File: src/sym_timing_params.svh
`ifndef SYM_TIMING_PARAMS_SVH
`define SYM_TIMING_PARAMS_SVH

// frame geometry at the full sample rate, scaled down for simulation
`define SYM_FFT_LEN         256   // symbol body
`define CP_LEN_FIRST        20    // normal cp, symbol 0
`define CP_LEN_NORMAL       18    // normal cp, symbols 1 to 6
`define CP_LEN_EXT          64    // extended cp, every symbol

`define SYMS_NORMAL         7     // symbols per slot, normal cp
`define SYMS_EXT            6     // symbols per slot, extended cp

`define SLOTS_PER_SUBFRAME  2
`define SUBFRAMES_PER_FRAME 10
`define SLOT_LEN            1920  // full-rate samples per slot

// sample enable period in clk cycles per bandwidth
`define EN_PER_20           4     // also used for 15 MHz
`define EN_PER_10           8
`define EN_PER_5            16

`define CNT_W               16    // enable-rate counts

`endif
File: src/bw_pkg.sv
`include "sym_timing_params.svh"

package bw_pkg;

    typedef enum logic [3:0] {
        bw_20 = 4'd0,
        bw_10 = 4'd1,
        bw_5  = 4'd2,
        bw_15 = 4'd3
    } ch_bw_t;

    // enable-rate sample counts
    typedef struct packed {
        logic [`CNT_W-1:0] sample_cnt_per_slot;
        logic [`CNT_W-1:0] sample_cnt_per_sym;
        logic [`CNT_W-1:0] sample_cnt_4x_per_slot;
        logic [`CNT_W-1:0] sample_cnt_per_sym_4x;
    } scaled_cnt_t;

    // log2 of the enable period, also the 4x decimation shift
    function automatic logic [2:0] bw_shift(input ch_bw_t bw);
        case (bw)
            bw_10:   return 3'($clog2(`EN_PER_10));
            bw_5:    return 3'($clog2(`EN_PER_5));
            default: return 3'($clog2(`EN_PER_20));  // bw_20, bw_15, unknown codes
        endcase
    endfunction

endpackage

File: src/frame_pkg.sv
`include "sym_timing_params.svh"

package frame_pkg;

    // widest symbol is body plus extended cp
    localparam int SYM_SAMPLE_W  = $clog2(`SYM_FFT_LEN + `CP_LEN_EXT);
    localparam int SLOT_SAMPLE_W = $clog2(`SLOT_LEN);

    typedef enum logic {
        cp_normal   = 1'b0,
        cp_extended = 1'b1
    } cp_mode_t;

    // frame timer waits for the first 10 ms strobe
    typedef enum logic {
        st_idle = 1'b0,
        st_run  = 1'b1
    } timer_state_t;

    // markers and counts, full rate or enable aligned
    typedef struct packed {
        logic                     frame;        // first sample of frame
        logic                     sub_frame;    // first sample of sub-frame
        logic                     slot;         // first sample of slot
        logic                     sym;          // first sample of symbol
        logic                     cp;           // cp samples at symbol end
        logic [4:0]               slot_cnt;     // 0 to 19
        logic [2:0]               sym_cnt;      // symbol in slot
        logic [SLOT_SAMPLE_W-1:0] slot_sample;  // position within slot
        logic [SYM_SAMPLE_W-1:0]  sym_sample;   // position within symbol
    } frame_mrkr_t;

endpackage

File: src/sym_timing_top.sv
`timescale 1ns/1ps
`include "sym_timing_params.svh"

module sym_timing_top import frame_pkg::*, bw_pkg::*; (
    input  logic              clk,
    input  logic              reset,
    input  logic              frm_mrkr,
    input  ch_bw_t            ch_bw,
    input  cp_mode_t          extended_cp,
    output logic              frm_mrkr_out,
    output logic              sub_frame_mrkr,
    output logic              slot_mrkr,
    output logic              sym_mrkr,
    output logic              sym_mrkr_pre,
    output logic              cp_mrkr,
    output logic [4:0]        slot_cnt,
    output logic [2:0]        sym_cnt,
    output logic [`CNT_W-1:0] sample_cnt_per_slot,
    output logic [`CNT_W-1:0] sample_cnt_per_sym,
    output logic [`CNT_W-1:0] sample_cnt_4x_per_slot,
    output logic [`CNT_W-1:0] sample_cnt_per_sym_4x,
    output logic              sym_mrkr_4x,
    output logic [2:0]        sym_cnt_4x,
    output logic              clk_en     // sample enable, also for the testbench
);

    clk_en_gen i_clk_en_gen (
        .clk    (clk),
        .reset  (reset),
        .ch_bw  (ch_bw),
        .clk_en (clk_en)
    );

    sym_mrkr_gen i_sym_mrkr_gen (
        .clk                    (clk),
        .reset                  (reset),
        .clk_en                 (clk_en),
        .frm_mrkr               (frm_mrkr),
        .ch_bw                  (ch_bw),
        .extended_cp            (extended_cp),
        .frm_mrkr_out           (frm_mrkr_out),
        .sub_frame_mrkr         (sub_frame_mrkr),
        .slot_mrkr              (slot_mrkr),
        .sym_mrkr               (sym_mrkr),
        .sym_mrkr_pre           (sym_mrkr_pre),
        .cp_mrkr                (cp_mrkr),
        .slot_cnt               (slot_cnt),
        .sym_cnt                (sym_cnt),
        .sample_cnt_per_slot    (sample_cnt_per_slot),
        .sample_cnt_per_sym     (sample_cnt_per_sym),
        .sample_cnt_4x_per_slot (sample_cnt_4x_per_slot),
        .sample_cnt_per_sym_4x  (sample_cnt_per_sym_4x),
        .sym_mrkr_4x            (sym_mrkr_4x),
        .sym_cnt_4x             (sym_cnt_4x)
    );

endmodule

File: src/clk_en_gen.sv
`timescale 1ns/1ps

module clk_en_gen import bw_pkg::*; (
    input  logic   clk,
    input  logic   reset,
    input  ch_bw_t ch_bw,
    output logic   clk_en
);

    logic [4:0] period;  // 4, 8 or 16 clocks
    logic [3:0] cnt;

    assign period = 5'd1 << bw_shift(ch_bw);

    // new bandwidth takes effect at the next reload
    always_ff @(posedge clk) begin
        if (reset) begin
            cnt    <= 4'(period - 5'd1);
            clk_en <= 1'b0;
        end else if (cnt == 4'd0) begin
            cnt    <= 4'(period - 5'd1);
            clk_en <= 1'b1;
        end else begin
            cnt    <= cnt - 4'd1;
            clk_en <= 1'b0;
        end
    end

endmodule

File: src/sym_mrkr_gen.sv
`timescale 1ns/1ps
`include "sym_timing_params.svh"

module sym_mrkr_gen import frame_pkg::*, bw_pkg::*; (
    input  logic              clk,
    input  logic              reset,
    input  logic              clk_en,
    input  logic              frm_mrkr,
    input  ch_bw_t            ch_bw,
    input  cp_mode_t          extended_cp,
    output logic              frm_mrkr_out,
    output logic              sub_frame_mrkr,
    output logic              slot_mrkr,
    output logic              sym_mrkr,
    output logic              sym_mrkr_pre,    // one enable ahead of sym_mrkr
    output logic              cp_mrkr,
    output logic [4:0]        slot_cnt,
    output logic [2:0]        sym_cnt,
    output logic [`CNT_W-1:0] sample_cnt_per_slot,
    output logic [`CNT_W-1:0] sample_cnt_per_sym,
    output logic [`CNT_W-1:0] sample_cnt_4x_per_slot,
    output logic [`CNT_W-1:0] sample_cnt_per_sym_4x,
    output logic              sym_mrkr_4x,
    output logic [2:0]        sym_cnt_4x
);

    frame_mrkr_t fm;      // full rate
    frame_mrkr_t em;      // enable aligned
    frame_mrkr_t em_d;    // matches the scaler register
    scaled_cnt_t cnt;
    logic        mrkr_4x;
    logic [2:0]  cnt_4x;

    frame_timer i_frame_timer (
        .clk         (clk),
        .reset       (reset),
        .frm_mrkr    (frm_mrkr),
        .extended_cp (extended_cp),
        .fm          (fm)
    );

    marker_retimer i_marker_retimer (
        .clk    (clk),
        .reset  (reset),
        .clk_en (clk_en),
        .fm     (fm),
        .em     (em)
    );

    bw_scaler i_bw_scaler (
        .clk         (clk),
        .reset       (reset),
        .clk_en      (clk_en),
        .ch_bw       (ch_bw),
        .em          (em),
        .cnt         (cnt),
        .sym_mrkr_4x (mrkr_4x),
        .sym_cnt_4x  (cnt_4x)
    );

    // two enables from em for every output
    always_ff @(posedge clk) begin
        if (reset) begin
            em_d                   <= '0;
            frm_mrkr_out           <= 1'b0;
            sub_frame_mrkr         <= 1'b0;
            slot_mrkr              <= 1'b0;
            sym_mrkr               <= 1'b0;
            cp_mrkr                <= 1'b0;
            slot_cnt               <= 5'd0;
            sym_cnt                <= 3'd0;
            sample_cnt_per_slot    <= '0;
            sample_cnt_per_sym     <= '0;
            sample_cnt_4x_per_slot <= '0;
            sample_cnt_per_sym_4x  <= '0;
            sym_mrkr_4x            <= 1'b0;
            sym_cnt_4x             <= 3'd0;
        end else if (clk_en) begin
            em_d                   <= em;
            frm_mrkr_out           <= em_d.frame;
            sub_frame_mrkr         <= em_d.sub_frame;
            slot_mrkr              <= em_d.slot;
            sym_mrkr               <= em_d.sym;
            cp_mrkr                <= em_d.cp;
            slot_cnt               <= em_d.slot_cnt;
            sym_cnt                <= em_d.sym_cnt;
            sample_cnt_per_slot    <= cnt.sample_cnt_per_slot;
            sample_cnt_per_sym     <= cnt.sample_cnt_per_sym;
            sample_cnt_4x_per_slot <= cnt.sample_cnt_4x_per_slot;
            sample_cnt_per_sym_4x  <= cnt.sample_cnt_per_sym_4x;
            sym_mrkr_4x            <= mrkr_4x;
            sym_cnt_4x             <= cnt_4x;
        end
    end

    assign sym_mrkr_pre = em_d.sym;

endmodule

File: src/bw_scaler.sv
`timescale 1ns/1ps
`include "sym_timing_params.svh"

module bw_scaler import frame_pkg::*, bw_pkg::*; (
    input  logic        clk,
    input  logic        reset,
    input  logic        clk_en,
    input  ch_bw_t      ch_bw,
    input  frame_mrkr_t em,
    output scaled_cnt_t cnt,
    output logic        sym_mrkr_4x,
    output logic [2:0]  sym_cnt_4x
);

    localparam int CW = `CNT_W;

    logic [2:0]    s;        // 4x decimation shift
    logic [CW-1:0] sym_4x;   // 4x sample in symbol
    logic [CW-1:0] slot_4x;  // 4x sample in slot
    logic [CW-1:0] f_len;    // fft length at base rate
    logic [CW-1:0] start_1;
    logic [CW-1:0] start_2;
    logic [CW-1:0] start_3;
    logic          mrkr_4x_nxt;

    assign s       = bw_shift(ch_bw);
    assign sym_4x  = CW'(em.sym_sample) >> s;
    assign slot_4x = CW'(em.slot_sample) >> s;
    assign f_len   = CW'(`SYM_FFT_LEN) >> (s + 3'd2);

    // one sample gap between the four ifft sub-blocks
    assign start_1 = f_len + CW'(1);
    assign start_2 = (f_len << 1) + CW'(2);
    assign start_3 = f_len + (f_len << 1) + CW'(3);

    // count 0 only counts with a symbol strobe, idle counts sit at zero
    assign mrkr_4x_nxt = (em.sym && (sym_4x == '0))
                       || (sym_4x == start_1)
                       || (sym_4x == start_2)
                       || (sym_4x == start_3);

    always_ff @(posedge clk) begin
        if (reset) begin
            cnt         <= '0;
            sym_mrkr_4x <= 1'b0;
            sym_cnt_4x  <= 3'd0;
        end else if (clk_en) begin
            cnt.sample_cnt_per_slot    <= slot_4x >> 2;
            cnt.sample_cnt_per_sym     <= sym_4x >> 2;
            cnt.sample_cnt_4x_per_slot <= slot_4x;
            cnt.sample_cnt_per_sym_4x  <= sym_4x;
            sym_mrkr_4x                <= mrkr_4x_nxt;
            if (mrkr_4x_nxt && em.slot)
                sym_cnt_4x <= 3'd0;   // first sub-block of the slot
            else if (mrkr_4x_nxt)
                sym_cnt_4x <= (sym_cnt_4x == 3'd3) ? 3'd0 : sym_cnt_4x + 3'd1;
        end
    end

endmodule

File: src/marker_retimer.sv
`timescale 1ns/1ps

module marker_retimer import frame_pkg::*; (
    input  logic        clk,
    input  logic        reset,
    input  logic        clk_en,
    input  frame_mrkr_t fm,
    output frame_mrkr_t em
);

    logic [4:0] strb_in;  // frame, sub_frame, slot, sym, cp
    logic [4:0] pend;     // events seen since the last enable

    assign strb_in = {fm.frame, fm.sub_frame, fm.slot, fm.sym, fm.cp};

    // strobes between enables stay pending, then last one enable period
    always_ff @(posedge clk) begin
        if (reset) begin
            pend <= '0;
            em   <= '0;
        end else if (clk_en) begin
            pend <= '0;
            {em.frame, em.sub_frame, em.slot, em.sym, em.cp} <= pend | strb_in;
            em.slot_cnt    <= fm.slot_cnt;     // counts sampled at the enable
            em.sym_cnt     <= fm.sym_cnt;
            em.slot_sample <= fm.slot_sample;
            em.sym_sample  <= fm.sym_sample;
        end else begin
            pend <= pend | strb_in;
        end
    end

endmodule

File: src/frame_timer.sv
`timescale 1ns/1ps
`include "sym_timing_params.svh"

module frame_timer import frame_pkg::*; (
    input  logic        clk,
    input  logic        reset,
    input  logic        frm_mrkr,     // 10 ms strobe
    input  cp_mode_t    extended_cp,
    output frame_mrkr_t fm
);

    localparam int SYM_LEN_FIRST   = `SYM_FFT_LEN + `CP_LEN_FIRST;
    localparam int SYM_LEN_NORMAL  = `SYM_FFT_LEN + `CP_LEN_NORMAL;
    localparam int SYM_LEN_EXT     = `SYM_FFT_LEN + `CP_LEN_EXT;
    localparam int SLOTS_PER_FRAME = `SLOTS_PER_SUBFRAME * `SUBFRAMES_PER_FRAME;

    timer_state_t            state;
    timer_state_t            state_nxt;
    frame_mrkr_t             fm_nxt;
    logic [SYM_SAMPLE_W-1:0] sym_last;      // last sample of current symbol
    logic [2:0]              sym_cnt_last;  // last symbol of slot
    logic                    sym_end;
    logic                    slot_end;

    // symbol length and symbols per slot follow the cp mode
    always_comb begin
        if (extended_cp == cp_extended) begin
            sym_last     = SYM_SAMPLE_W'(SYM_LEN_EXT - 1);
            sym_cnt_last = 3'(`SYMS_EXT - 1);
        end else begin
            if (fm.sym_cnt == 3'd0)
                sym_last = SYM_SAMPLE_W'(SYM_LEN_FIRST - 1);  // longer cp on symbol 0
            else
                sym_last = SYM_SAMPLE_W'(SYM_LEN_NORMAL - 1);
            sym_cnt_last = 3'(`SYMS_NORMAL - 1);
        end
    end

    // >= so a cp mode change mid symbol still wraps
    assign sym_end  = (fm.sym_sample >= sym_last);
    assign slot_end = sym_end && (fm.sym_cnt >= sym_cnt_last);

    always_comb begin
        fm_nxt    = '0;
        state_nxt = state;
        if (frm_mrkr) begin
            state_nxt = st_run;  // all counts restart at zero
        end else if (state == st_run) begin
            fm_nxt.sym_sample  = sym_end ? '0 : fm.sym_sample + 1'b1;
            fm_nxt.slot_sample = slot_end ? '0 : fm.slot_sample + 1'b1;
            if (slot_end)
                fm_nxt.sym_cnt = 3'd0;
            else if (sym_end)
                fm_nxt.sym_cnt = fm.sym_cnt + 3'd1;
            else
                fm_nxt.sym_cnt = fm.sym_cnt;
            if (!slot_end)
                fm_nxt.slot_cnt = fm.slot_cnt;
            else if (fm.slot_cnt != 5'(SLOTS_PER_FRAME - 1))
                fm_nxt.slot_cnt = fm.slot_cnt + 5'd1;  // last slot wraps to 0
        end

        // markers on the first sample of each unit
        if (state_nxt == st_run) begin
            fm_nxt.sym       = (fm_nxt.sym_sample == '0);
            fm_nxt.slot      = fm_nxt.sym && (fm_nxt.sym_cnt == 3'd0);
            fm_nxt.sub_frame = fm_nxt.slot && (fm_nxt.slot_cnt % `SLOTS_PER_SUBFRAME == 0);
            fm_nxt.frame     = fm_nxt.slot && (fm_nxt.slot_cnt == 5'd0);
            fm_nxt.cp        = (fm_nxt.sym_sample >= SYM_SAMPLE_W'(`SYM_FFT_LEN));  // cp after body
        end
    end

    always_ff @(posedge clk) begin
        if (reset) begin
            state <= st_idle;
            fm    <= '0;
        end else begin
            state <= state_nxt;
            fm    <= fm_nxt;
        end
    end

endmodule

File: config.mk
export PLATFORM = sky130hd
export DESIGN_NAME = sym_timing_top
export DESIGN_NICKNAME = d
export VERILOG_FILES = /design/src/bw_pkg.sv /design/src/frame_pkg.sv /design/src/sym_timing_top.sv /design/src/clk_en_gen.sv /design/src/sym_mrkr_gen.sv /design/src/bw_scaler.sv /design/src/marker_retimer.sv /design/src/frame_timer.sv
export VERILOG_INCLUDE_DIRS = /design/src
export SDC_FILE = /design/constraint.sdc
export NUM_CORES = 1
export LEC_CHECK = 0
export ABC_AREA = 1
export BUFFER_PORTS_ARGS = -buffer_cell sky130_fd_sc_hd__buf_2
export CORE_ASPECT_RATIO = 1.5
export CORE_MARGIN = 2
export CORE_UTILIZATION = 35
export DETAILED_ROUTE_END_ITERATION = 10
export GPL_ROUTABILITY_DRIVEN = 0
export SYNTH_ARGS = -nofsm -noshare
export SYNTH_HDL_FRONTEND = slang
export SYNTH_SLANG_ARGS = --single-unit
File: constraint.sdc
create_clock -name clk -period 4.25 [get_ports clk]
set_input_delay 0.85 -clock clk [delete_from_list [all_inputs] [get_ports clk]]
set_output_delay 0.85 -clock clk [all_outputs]
set_load 0.01 [all_outputs]
==> impl_results.html, run 1 <==
<table>
<tr><th>Metric</th><th>Value</th></tr>
<tr><th colspan="2">STA</th></tr>
<tr><td>Part of the cycle the worst path needs</td><td>75.2%</td></tr>
<tr><td>Final hold violations</td><td>0</td></tr>
<tr><td>Post-route setup TNS</td><td>0 ns</td></tr>
<tr><td>Final Skew</td><td>0.0134 ns</td></tr>
<tr><td>Worst hold slack</td><td>0.455 ns</td></tr>
<tr><td>Max-slew violation count</td><td>0</td></tr>
<tr><td>Worst rel slew slack</td><td>55.9%</td></tr>
<tr><td>Final setup violation count</td><td>0</td></tr>
<tr><td>Worst slew pin tran</td><td>0.662 ns</td></tr>
<tr><td>RSZ-0062 raised after global routing</td><td>no</td></tr>
<tr><td>Clock period minus worst slack</td><td>3.20 ns</td></tr>
<tr><td>Maximum clock rate</td><td>0.313 GHz</td></tr>
<tr><th colspan="2">Finish</th></tr>
<tr><td>Layout net count</td><td>1,010</td></tr>
<tr><td>Filler cells</td><td>2,089</td></tr>
<tr><td>Share of final-layout standard cells stronger than drive strength 1</td><td>12.9%</td></tr>
<tr><td>Antenna diode instance count</td><td>0</td></tr>
<tr><td>Synthesis-to-layout area growth</td><td>13.3%</td></tr>
<tr><th colspan="2">Synthesis</th></tr>
<tr><td>Sequential fraction of the synthesis area</td><td>43.1%</td></tr>
<tr><td>Synthesized area per cell</td><td>7.41 sq um</td></tr>
<tr><td>Share of the synthesized area in the top cell type</td><td>43.1%</td></tr>
<tr><td>Most area-consuming cells after synthesis</td><td>dfxtp_1 (43%), nand2_1 (8.0%), inv_1 (7.3%)</td></tr>
<tr><td>Synth area leader</td><td>dfxtp_1</td></tr>
<tr><td>Main synth FF type</td><td>dfxtp_1</td></tr>
<tr><td>Synthesis Warnings</td><td>0</td></tr>
<tr><td>Cell Area, Synth</td><td>7010 sq um</td></tr>
<tr><td>Synthesized instance count</td><td>946</td></tr>
<tr><td>Distinct cells, synth</td><td>39</td></tr>
<tr><td>Share of synthesized registers carrying an async set or reset</td><td>0%</td></tr>
<tr><td>Number of enable-type register cells in the synthesized netlist</td><td>0</td></tr>
<tr><td>Synthesis-stage register bit count</td><td>151</td></tr>
<tr><th colspan="2">Job</th></tr>
<tr><td>Count of maximum capacitance violations</td><td>0</td></tr>
<tr><th colspan="2">Power and ir drop</th></tr>
<tr><td>Leakage Power</td><td>3.40 nW</td></tr>
<tr><td>Switching part of the total</td><td>25.0%</td></tr>
<tr><td>VDD IR-drop max</td><td>0.293 mV</td></tr>
<tr><td>Net switching power</td><td>0.774 mW</td></tr>
<tr><td>Cell Pwr Density</td><td>390 nW/um^2</td></tr>
<tr><td>Share of power burned in registers</td><td>46.4%</td></tr>
<tr><td>Logic gate share of total power</td><td>5.1%</td></tr>
<tr><td>Share of total power in the clock network</td><td>48.4%</td></tr>
<tr><td>Internal cell power</td><td>2.32 mW</td></tr>
<tr><td>Power consumption</td><td>3.10 mW</td></tr>
<tr><th colspan="2">Critical path</th></tr>
<tr><td>Critical Path End Type</td><td>flop</td></tr>
<tr><td>CP startpoint kind</td><td>input pin</td></tr>
<tr><td>Worst path cell trace</td><td>buf_2 &gt; inv_1 &gt; nor2_1 &gt; nand2_1 &gt; ha_1 &gt; inv_1 &gt; nand3_2 &gt; nand2_2 &gt; inv_1 &gt; nand2_2 &gt; nand3_2 &gt; nor3b_1 &gt; nand4_1 &gt; nand2_1 &gt; nand2_1 &gt; nand2_2 &gt; nand2_2 &gt; o21ai_1 &gt; inv_1</td></tr>
<tr><td>Critical Path RT</td><td>4.57 ns</td></tr>
<tr><td>Crit-path max FO</td><td>17</td></tr>
<tr><td>Kind of critical path</td><td>in2reg</td></tr>
<tr><td>Critical Path Max Stage Delay</td><td>0.35 ns</td></tr>
<tr><td>Data arrival time at the worst-slack endpoint</td><td>3.52 ns</td></tr>
<tr><td>Slowest CP cell</td><td>nand3_2</td></tr>
<tr><th colspan="2">Clock network</th></tr>
<tr><td>Clock input transition at the sequential cells of the worst setup and hold paths</td><td>0.07 ns</td></tr>
<tr><td>Maximum count of clock buffers along a single path</td><td>2</td></tr>
<tr><td>Quantity of gates resized following cts</td><td>0</td></tr>
<tr><td>Clock root buffer master</td><td>clkbuf_16</td></tr>
<tr><td>Number of sinks on the clock net</td><td>151</td></tr>
<tr><td>H-tree depth</td><td>4</td></tr>
<tr><td>Later-pin clock latency in the skew report</td><td>0.43 ns</td></tr>
<tr><td>TritonCTS Buffers</td><td>17</td></tr>
<tr><td>TritonCTS clock tree</td><td>built</td></tr>
<tr><td>Count of hold-fix buffers inserted at cts</td><td>0</td></tr>
<tr><td>Postcts setup bufs</td><td>0</td></tr>
<tr><th colspan="2">Floorplan</th></tr>
<tr><td>Core outline area</td><td>19,700 sq um</td></tr>
<tr><td>Die Y-Extent</td><td>177 um</td></tr>
<tr><td>I/O Pins</td><td>91</td></tr>
<tr><td>Initial cell density of the core</td><td>35.6%</td></tr>
<tr><td>Area of the die</td><td>21,200 sq um</td></tr>
<tr><td>Die X-Extent</td><td>120 um</td></tr>
<tr><td>Std cell rows</td><td>63</td></tr>
<tr><th colspan="2">Routing</th></tr>
<tr><td>Starting DRT DRC Count</td><td>306</td></tr>
<tr><td>Routed len/inst</td><td>12.7 um</td></tr>
<tr><td>Residual antenna-violating net count after detailed routing</td><td>0</td></tr>
<tr><td>Number of iterations in the first detailed-routing pass</td><td>5</td></tr>
<tr><td>Remaining design rule violation count</td><td>0</td></tr>
<tr><td>Final routed wirelength across all metal layers</td><td>15,900 um</td></tr>
<tr><td>Via total after detailed routing</td><td>6,015</td></tr>
<tr><td>Via density per instance</td><td>4.80</td></tr>
<tr><th colspan="2">Global routing</th></tr>
<tr><td>Total global routing track utilization</td><td>15.3%</td></tr>
<tr><td>Wire length of the first global-routing pass</td><td>26,000 um</td></tr>
<tr><td>Number of antenna violations at the first check in global routing</td><td>1</td></tr>
<tr><td>Number of global-route vias before repair</td><td>5,466</td></tr>
<tr><td>Maximum number of pins on one net before global-route repair</td><td>47</td></tr>
<tr><td>Overflow left after global routing</td><td>0</td></tr>
<tr><th colspan="2">Worst hold path</th></tr>
<tr><td>Path class of the lowest-slack min-delay path</td><td>reg2reg</td></tr>
<tr><th colspan="2">Placed design</th></tr>
<tr><td>Number of buffer cells added on primary ports</td><td>62</td></tr>
<tr><td>Post-detailed-placement half-perimeter wirelength</td><td>11,400 um</td></tr>
<tr><th colspan="2">Status</th></tr>
<tr><td>Status</td><td>complete, no violations</td></tr>
</table>
==> sequential cells by signal, indices dropped and copies added (netlist names), 3 cells and up <==
signal                                 count
i_sym_mrkr_gen.i_bw_scaler.cnt            20
i_sym_mrkr_gen.i_marker_retimer.pend       5
i_sym_mrkr_gen.em_d                       12
i_sym_mrkr_gen.sym_cnt_4x                  3
i_sym_mrkr_gen.slot_cnt                    5
i_clk_en_gen.cnt                           4
i_sym_mrkr_gen.sample_cnt_4x_per_slot     11
i_sym_mrkr_gen.i_frame_timer.fm           33
i_sym_mrkr_gen.i_bw_scaler.sym_cnt_4x      3
i_sym_mrkr_gen.sample_cnt_per_sym_4x       9
i_sym_mrkr_gen.sym_cnt                     3
i_sym_mrkr_gen.i_marker_retimer.em        33
==> Yosys cell counts, types with 2 or more instances <==
library cell / instances
ha_1: 22
xnor2_1: 3
o221ai_1: 2
nand4_1: 11
nor3b_1: 4
nand3_2: 4
clkbuf_1: 28
inv_2: 7
buf_4: 45
o22ai_1: 51
nand3_1: 100
nor2_2: 2
nor3_1: 7
nor4_1: 2
nand3b_1: 6
buf_1: 6
o211ai_1: 2
xor2_1: 9
dfxtp_1: 151
o21ai_1: 2
a21oi_1: 26
nand2_2: 8
nor2_4: 2
a31oi_1: 2
buf_2: 3
nand2_1: 149
clkinv_1: 2
nor2_1: 77
o21ai_0: 67
inv_1: 137
==> cells by family (layout without fill, tap and decap cells) <==
logic type / count (synthesis) / count (layout) / synth area share [%]
AOI/OAI and AO/OA: 158 / 158 / 12.7
xor gates and xnor gates: 12 / 12 / 1.50
adders and majority gates: 22 / 22 / 3.93
buffers and inverters: 229 / 249 / 14.8
DFF: 151 / 151 / 43.1
muxes: 1 / 1 / 0.143
other: 1 / 28 / 0.0535
and+or+nand+nor: 372 / 372 / 23.8
==> final timing paths <==
kind,startpoint,end,slack (ns),depth (start not counted)
setup / recovery,ch_bw[1],i_sym_mrkr_gen.i_bw_scaler.sym_cnt_4x[2],1.05,19
hold / removal,i_clk_en_gen.cnt[0],i_clk_en_gen.cnt[0],0.46,1
setup reg to reg,i_sym_mrkr_gen.i_frame_timer.fm[20],i_sym_mrkr_gen.i_frame_timer.fm[31],1.34,16
hold reg to reg,i_clk_en_gen.cnt[0],i_clk_en_gen.cnt[0],0.46,1
==> cells in the final DEF (no fill, tap or decap), types with 3 or more instances in the layout <==
cell / count
nand3_1: 100
nand2_2: 10
ha_1: 22
a21oi_1: 26
conb_1: 28
nand3b_1: 6
nand3_2: 4
nor2_1: 77
nor3b_1: 4
inv_6: 4
nand2_1: 147
buf_2: 62
xor2_1: 9
clkbuf_16: 17
dfxtp_1: 151
o21ai_0: 67
xnor2_1: 3
inv_2: 7
o22ai_1: 51
buf_4: 8
inv_8: 3
nor3_1: 7
inv_1: 137
nand4_1: 11
==> layout make-up <==
type / count / area (sq um) / area share, %
clock inverters: 14 / 161 / 2.03
inverters: 146 / 548 / 6.90
multi-input cells: 593 / 3060 / 38.5
well taps: 260 / 325 / 4.10
repair buffers: 71 / 390 / 4.91
clock buffers: 18 / 439 / 5.53
flip-flops and latches: 151 / 3020 / 38.1
==> per-layer routing <==
metal	part of all wire, %	vias to the layer above	wire [um]	global-route usage (%)
met4	2.5	2	394	6.67
met2	52	133	8250	28.1
met3	3.8	24	605	3.25
met5	0.069	-	11	0
met1	42	2778	6670	16.7
li1	-	3078	-	-
==> per-stage QoR <==
| stage | area (sq um) | std cells | setup slack (ns) | utilization (%) |
|---|---|---|---|---|
| detailed placement | 7340 | 1221 | 0.623 | 37.3 |
| floorplan | 7110 | 973 | 0.882 | - |
| CTS | 7940 | 1253 | 1.06 | 40.3 |
| global placement | 7340 | 1221 | 0.679 | 37.3 |
| global route | 7940 | 1253 | 0.728 | 40.3 |
| finish | 7940 | 1253 | 1.05 | 40.3 |
==> critical path, delay by kind of cell <==
kind / cells / cell delay (ns)
AOI/OAI and AO/OA: 1 / 0.13
buffers and inverters: 5 / 0.47
adders and majority gates: 1 / 0.29
and+or+nand+nor: 12 / 1.75
==> power groups by stage <==
stage	Sequential, mW	Combinational [mW]	Clock [mW]
after global placement	1.47	0.159	0
after CTS	1.44	0.160	1.54
after floorplan	1.47	0.137	0
after global routing	1.44	0.179	1.61
after detailed placement	1.47	0.160	0
final	1.44	0.159	1.50
(Power assumes the default switching activity.)
==> run 2, diff against run 1 <==
==> constraint.sdc (replaced) <==
create_clock -name clk -period 2.75 [get_ports clk]
set_input_delay 0.55 -clock clk [delete_from_list [all_inputs] [get_ports clk]]
set_output_delay 0.55 -clock clk [all_outputs]
set_load 0.01 [all_outputs]
==> run 2 against run 1 <==
  * Combinational power increased by 70%
  * Non-clock buffer count increased by 50
  * Largest power group unchanged
  * Hold slack got worse by 0.010 ns
  * Global-route usage is 0.62 points higher
  * Total power increased by 59%
  * First-iteration DRC count is 2.6% lower
  * Routed wire length grew 2.8%
  * Cell count rose by 4.0%
  * Core utilization rose by 2.3 points
  * Critical path type unchanged
  * Flip-flop and latch count did not move
==> impl_results.html, run 2 (synthesized netlist as in run 1, its figures left out) <==
<table>
<tr><th>Metric</th><th>Value</th></tr>
<tr><th colspan="2">Critical path</th></tr>
<tr><td>Critical Path Max Stage Delay</td><td>0.26 ns (-0.09 ns)</td></tr>
<tr><td>Crit path max-delay family</td><td>simple AND/OR/NAND/NOR gates</td></tr>
<tr><td>Critical Path End Type</td><td>flop</td></tr>
<tr><td>Worst path cell trace</td><td>buf_2 &gt; nor2_2 &gt; nand2_2 &gt; inv_1 &gt; ha_1 &gt; inv_4 &gt; buf_4 &gt; nand3_1 &gt; nand3_1 &gt; nand2_1 &gt; buf_4 &gt; nand4_1 &gt; nand2_1 &gt; nand2_1 &gt; nand2_2 &gt; nand2_2 &gt; o21ai_1 &gt; inv_1</td></tr>
<tr><td>Crit-path max FO</td><td>11 (-6)</td></tr>
<tr><td>Kind of critical path</td><td>in2reg</td></tr>
<tr><td>Critical Path RT</td><td>3.07 ns (-1.50 ns)</td></tr>
<tr><td>Combined buffer and inverter count along the critical path</td><td>6 (+1)</td></tr>
<tr><td>CP startpoint kind</td><td>input pin</td></tr>
<tr><td>Data arrival time at the worst-slack endpoint</td><td>2.84 ns (-0.68 ns)</td></tr>
<tr><td>Slowest CP cell</td><td>ha_1</td></tr>
<tr><th colspan="2">STA</th></tr>
<tr><td>Clock period minus worst slack</td><td>2.52 ns</td></tr>
<tr><td>Worst slew pin tran</td><td>0.660 ns (-0.00215 ns)</td></tr>
<tr><td>Final hold violations</td><td>0 (unchanged)</td></tr>
<tr><td>Worst rel slew slack</td><td>56.0% (+0.14 points)</td></tr>
<tr><td>Part of the cycle the worst path needs</td><td>91.5%</td></tr>
<tr><td>RSZ-0062 raised after global routing</td><td>no</td></tr>
<tr><td>Final Skew</td><td>0.0141 ns (+0.000688 ns)</td></tr>
<tr><td>Max-slew violation count</td><td>0 (unchanged)</td></tr>
<tr><td>Maximum clock rate</td><td>0.397 GHz</td></tr>
<tr><td>Final setup violation count</td><td>0 (unchanged)</td></tr>
<tr><td>Final critical-path setup slack</td><td>0.234 ns (-0.820 ns)</td></tr>
<tr><th colspan="2">Clock network</th></tr>
<tr><td>Clock input transition at the sequential cells of the worst setup and hold paths</td><td>0.07 ns (about the same)</td></tr>
<tr><td>Number of sinks on the clock net</td><td>151 (unchanged)</td></tr>
<tr><td>H-tree depth</td><td>4 (unchanged)</td></tr>
<tr><td>Maximum count of clock buffers along a single path</td><td>2 (unchanged)</td></tr>
<tr><td>Later-pin clock latency in the skew report</td><td>0.42 ns (about the same)</td></tr>
<tr><td>TritonCTS Buffers</td><td>17 (unchanged)</td></tr>
<tr><td>TritonCTS clock tree</td><td>built</td></tr>
<tr><td>Clock root buffer master</td><td>clkbuf_16</td></tr>
<tr><th colspan="2">Floorplan</th></tr>
<tr><td>Initial cell density of the core</td><td>35.6% (unchanged)</td></tr>
<tr><td>Core outline area</td><td>19,700 sq um (unchanged)</td></tr>
<tr><td>Area of the die</td><td>21,200 sq um (unchanged)</td></tr>
<tr><td>I/O Pins</td><td>91 (unchanged)</td></tr>
<tr><td>Std cell rows</td><td>63 (unchanged)</td></tr>
<tr><td>Die X-Extent</td><td>120 um (unchanged)</td></tr>
<tr><td>Die Y-Extent</td><td>177 um (unchanged)</td></tr>
<tr><th colspan="2">Routing</th></tr>
<tr><td>Number of iterations in the first detailed-routing pass</td><td>5 (unchanged)</td></tr>
<tr><td>Via total after detailed routing</td><td>6,181 (+2.8%)</td></tr>
<tr><td>Starting DRT DRC Count</td><td>298 (-2.6%)</td></tr>
<tr><td>Routed len/inst</td><td>12.6 um (-1.2%)</td></tr>
<tr><td>Via density per instance</td><td>4.74 (-1.2%)</td></tr>
<tr><td>Final routed wirelength across all metal layers</td><td>16,400 um (+2.8%)</td></tr>
<tr><td>Residual antenna-violating net count after detailed routing</td><td>0 (unchanged)</td></tr>
<tr><td>Remaining design rule violation count</td><td>0 (unchanged)</td></tr>
<tr><th colspan="2">Global routing</th></tr>
<tr><td>Wire length of the first global-routing pass</td><td>27,400 um (+5.3%)</td></tr>
<tr><td>Total global routing track utilization</td><td>15.9% (+0.62 points)</td></tr>
<tr><td>Number of global-route vias before repair</td><td>5,741 (+5.0%)</td></tr>
<tr><td>Overflow left after global routing</td><td>0 (unchanged)</td></tr>
<tr><td>Maximum number of pins on one net before global-route repair</td><td>63 (+34%)</td></tr>
<tr><td>Number of antenna violations at the first check in global routing</td><td>0 (-1)</td></tr>
<tr><th colspan="2">Worst hold path</th></tr>
<tr><td>Path class of the lowest-slack min-delay path</td><td>reg2reg</td></tr>
<tr><th colspan="2">Finish</th></tr>
<tr><td>Most common cell after layout, fill and taps aside</td><td>dfxtp_1</td></tr>
<tr><td>Filler cells</td><td>2,023 (-3.2%)</td></tr>
<tr><td>Multi-input combinational cell area</td><td>3110 sq um (+1.9%)</td></tr>
<tr><td>Synthesis-to-layout area growth</td><td>19.7%</td></tr>
<tr><td>Top flop regs</td><td>i_sym_mrkr_gen.i_frame_timer.fm (33), i_sym_mrkr_gen.i_marker_retimer.em (33), i_sym_mrkr_gen.i_bw_scaler.cnt (20)</td></tr>
<tr><td>Layout net count</td><td>1,060 (+5.0%)</td></tr>
<tr><td>Total area of sequential cells</td><td>3020 sq um (unchanged)</td></tr>
<tr><td>Antenna diode instance count</td><td>0 (unchanged)</td></tr>
<tr><td>Share of final-layout standard cells stronger than drive strength 1</td><td>17.9% (+5.0 points)</td></tr>
<tr><td>Commonest non-fill, non-tap cells in the layout</td><td>dfxtp_1 (151), nand2_1 (146), inv_1 (137)</td></tr>
<tr><td>Final Util</td><td>42.6% (+2.3 points)</td></tr>
<tr><th colspan="2">Power and ir drop</th></tr>
<tr><td>VDD IR-drop max</td><td>0.398 mV (+36%)</td></tr>
<tr><td>Cell Pwr Density</td><td>588 nW/um^2 (+51%)</td></tr>
<tr><td>Leakage Power</td><td>3.65 nW (+7.4%)</td></tr>
<tr><th colspan="2">Placed design</th></tr>
<tr><td>Setup slack at placement</td><td>-0.320 ns (-0.943 ns)</td></tr>
<tr><td>Post-detailed-placement half-perimeter wirelength</td><td>11,900 um (+4.7%)</td></tr>
<tr><td>Number of buffer cells added on primary ports</td><td>62 (unchanged)</td></tr>
<tr><th colspan="2">Job</th></tr>
<tr><td>Count of maximum capacitance violations</td><td>0 (unchanged)</td></tr>
<tr><th colspan="2">Status</th></tr>
<tr><td>Status</td><td>complete, no violations</td></tr>
</table>
==> run 2: per-layer routing <==
layer	share of wire, %	up-vias	global-route usage (%)
met4	2.5	0	6.32
met5	0	-	0
li1	-	3168	-
met1	42	2858	17.3
met3	3.2	29	2.51
met2	53	126	30.4
==> run 2: repair_timing <==
item                                    in CTS  in global routing
endpoints found under the setup margin       0                  7
resized for setup                            0                  7
hold endpoints to repair                     0                  0
setup buffers                                0                  0
hold buffers                                 0                  0
==> run 2: path summary, 6_finish.rpt <==
check | startpoint | slack (ns) | end | cells after the start
min reg2reg | i_sym_mrkr_gen.i_frame_timer.fm[9] | 0.44 | i_sym_mrkr_gen.i_frame_timer.fm[9] | 1
min | i_sym_mrkr_gen.i_frame_timer.fm[9] | 0.44 | i_sym_mrkr_gen.i_frame_timer.fm[9] | 1
max reg2reg | i_sym_mrkr_gen.i_frame_timer.fm[21] | 0.28 | i_sym_mrkr_gen.i_frame_timer.fm[32] | 17
max | ch_bw[3] | 0.23 | i_sym_mrkr_gen.i_bw_scaler.sym_cnt_4x[2] | 18
==> run 2: cell type report <==
type / instances / area share (%)
sequential: 151 / 36.0
multi-input combinational: 593 / 37.1
tap: 260 / 3.88
clock inverter: 15 / 2.39
clock buffer: 17 / 5.07
timing repair buffer: 121 / 8.98
inverter: 146 / 6.56
==> run 2: worst reg2reg max path, cell delays in order (launching register included) <==
cell and delay (ns):
dfxtp_1 0.36, inv_1 0.09, ha_1 0.18, a21oi_1 0.17, ha_1 0.25, nand2_1 0.06, nor2_1 0.04, nand3_1 0.07
nand3_1 0.13, buf_4 0.19, nand2_1 0.07, xor2_1 0.21, nand3_1 0.10, nand2_1 0.07, nand3_1 0.08, nor2_2 0.14
nand2_1 0.11, nor2_1 0.09
==> run 2: through the flow <==
stage	setup TNS [ns]	area (sq um)	total power [mW]	hold slack (ns)	std cells
4_1_cts	0	8370	4.98	0.451	1303
5_1_grt	0	8390	5.13	0.462	1303
6_report	0	8390	4.94	0.445	1303
2_1_floorplan	-0.0253	7180	2.49	0.417	973
3_3_place_gp	-1.05	7740	2.54	0.433	1271
3_5_place_dp	-1.24	7740	2.54	0.437	1271
==> run 2: where the power goes <==
| part | total (mW) | internal [mW] | switching, mW |
|---|---|---|---|
| Sequential | 2.22 | 2.21 | 0.0117 |
| Clock | 2.44 | 1.40 | 1.04 |
| Combinational | 0.270 | 0.0830 | 0.187 |
| Total | 4.94 | 3.69 | 1.24 |
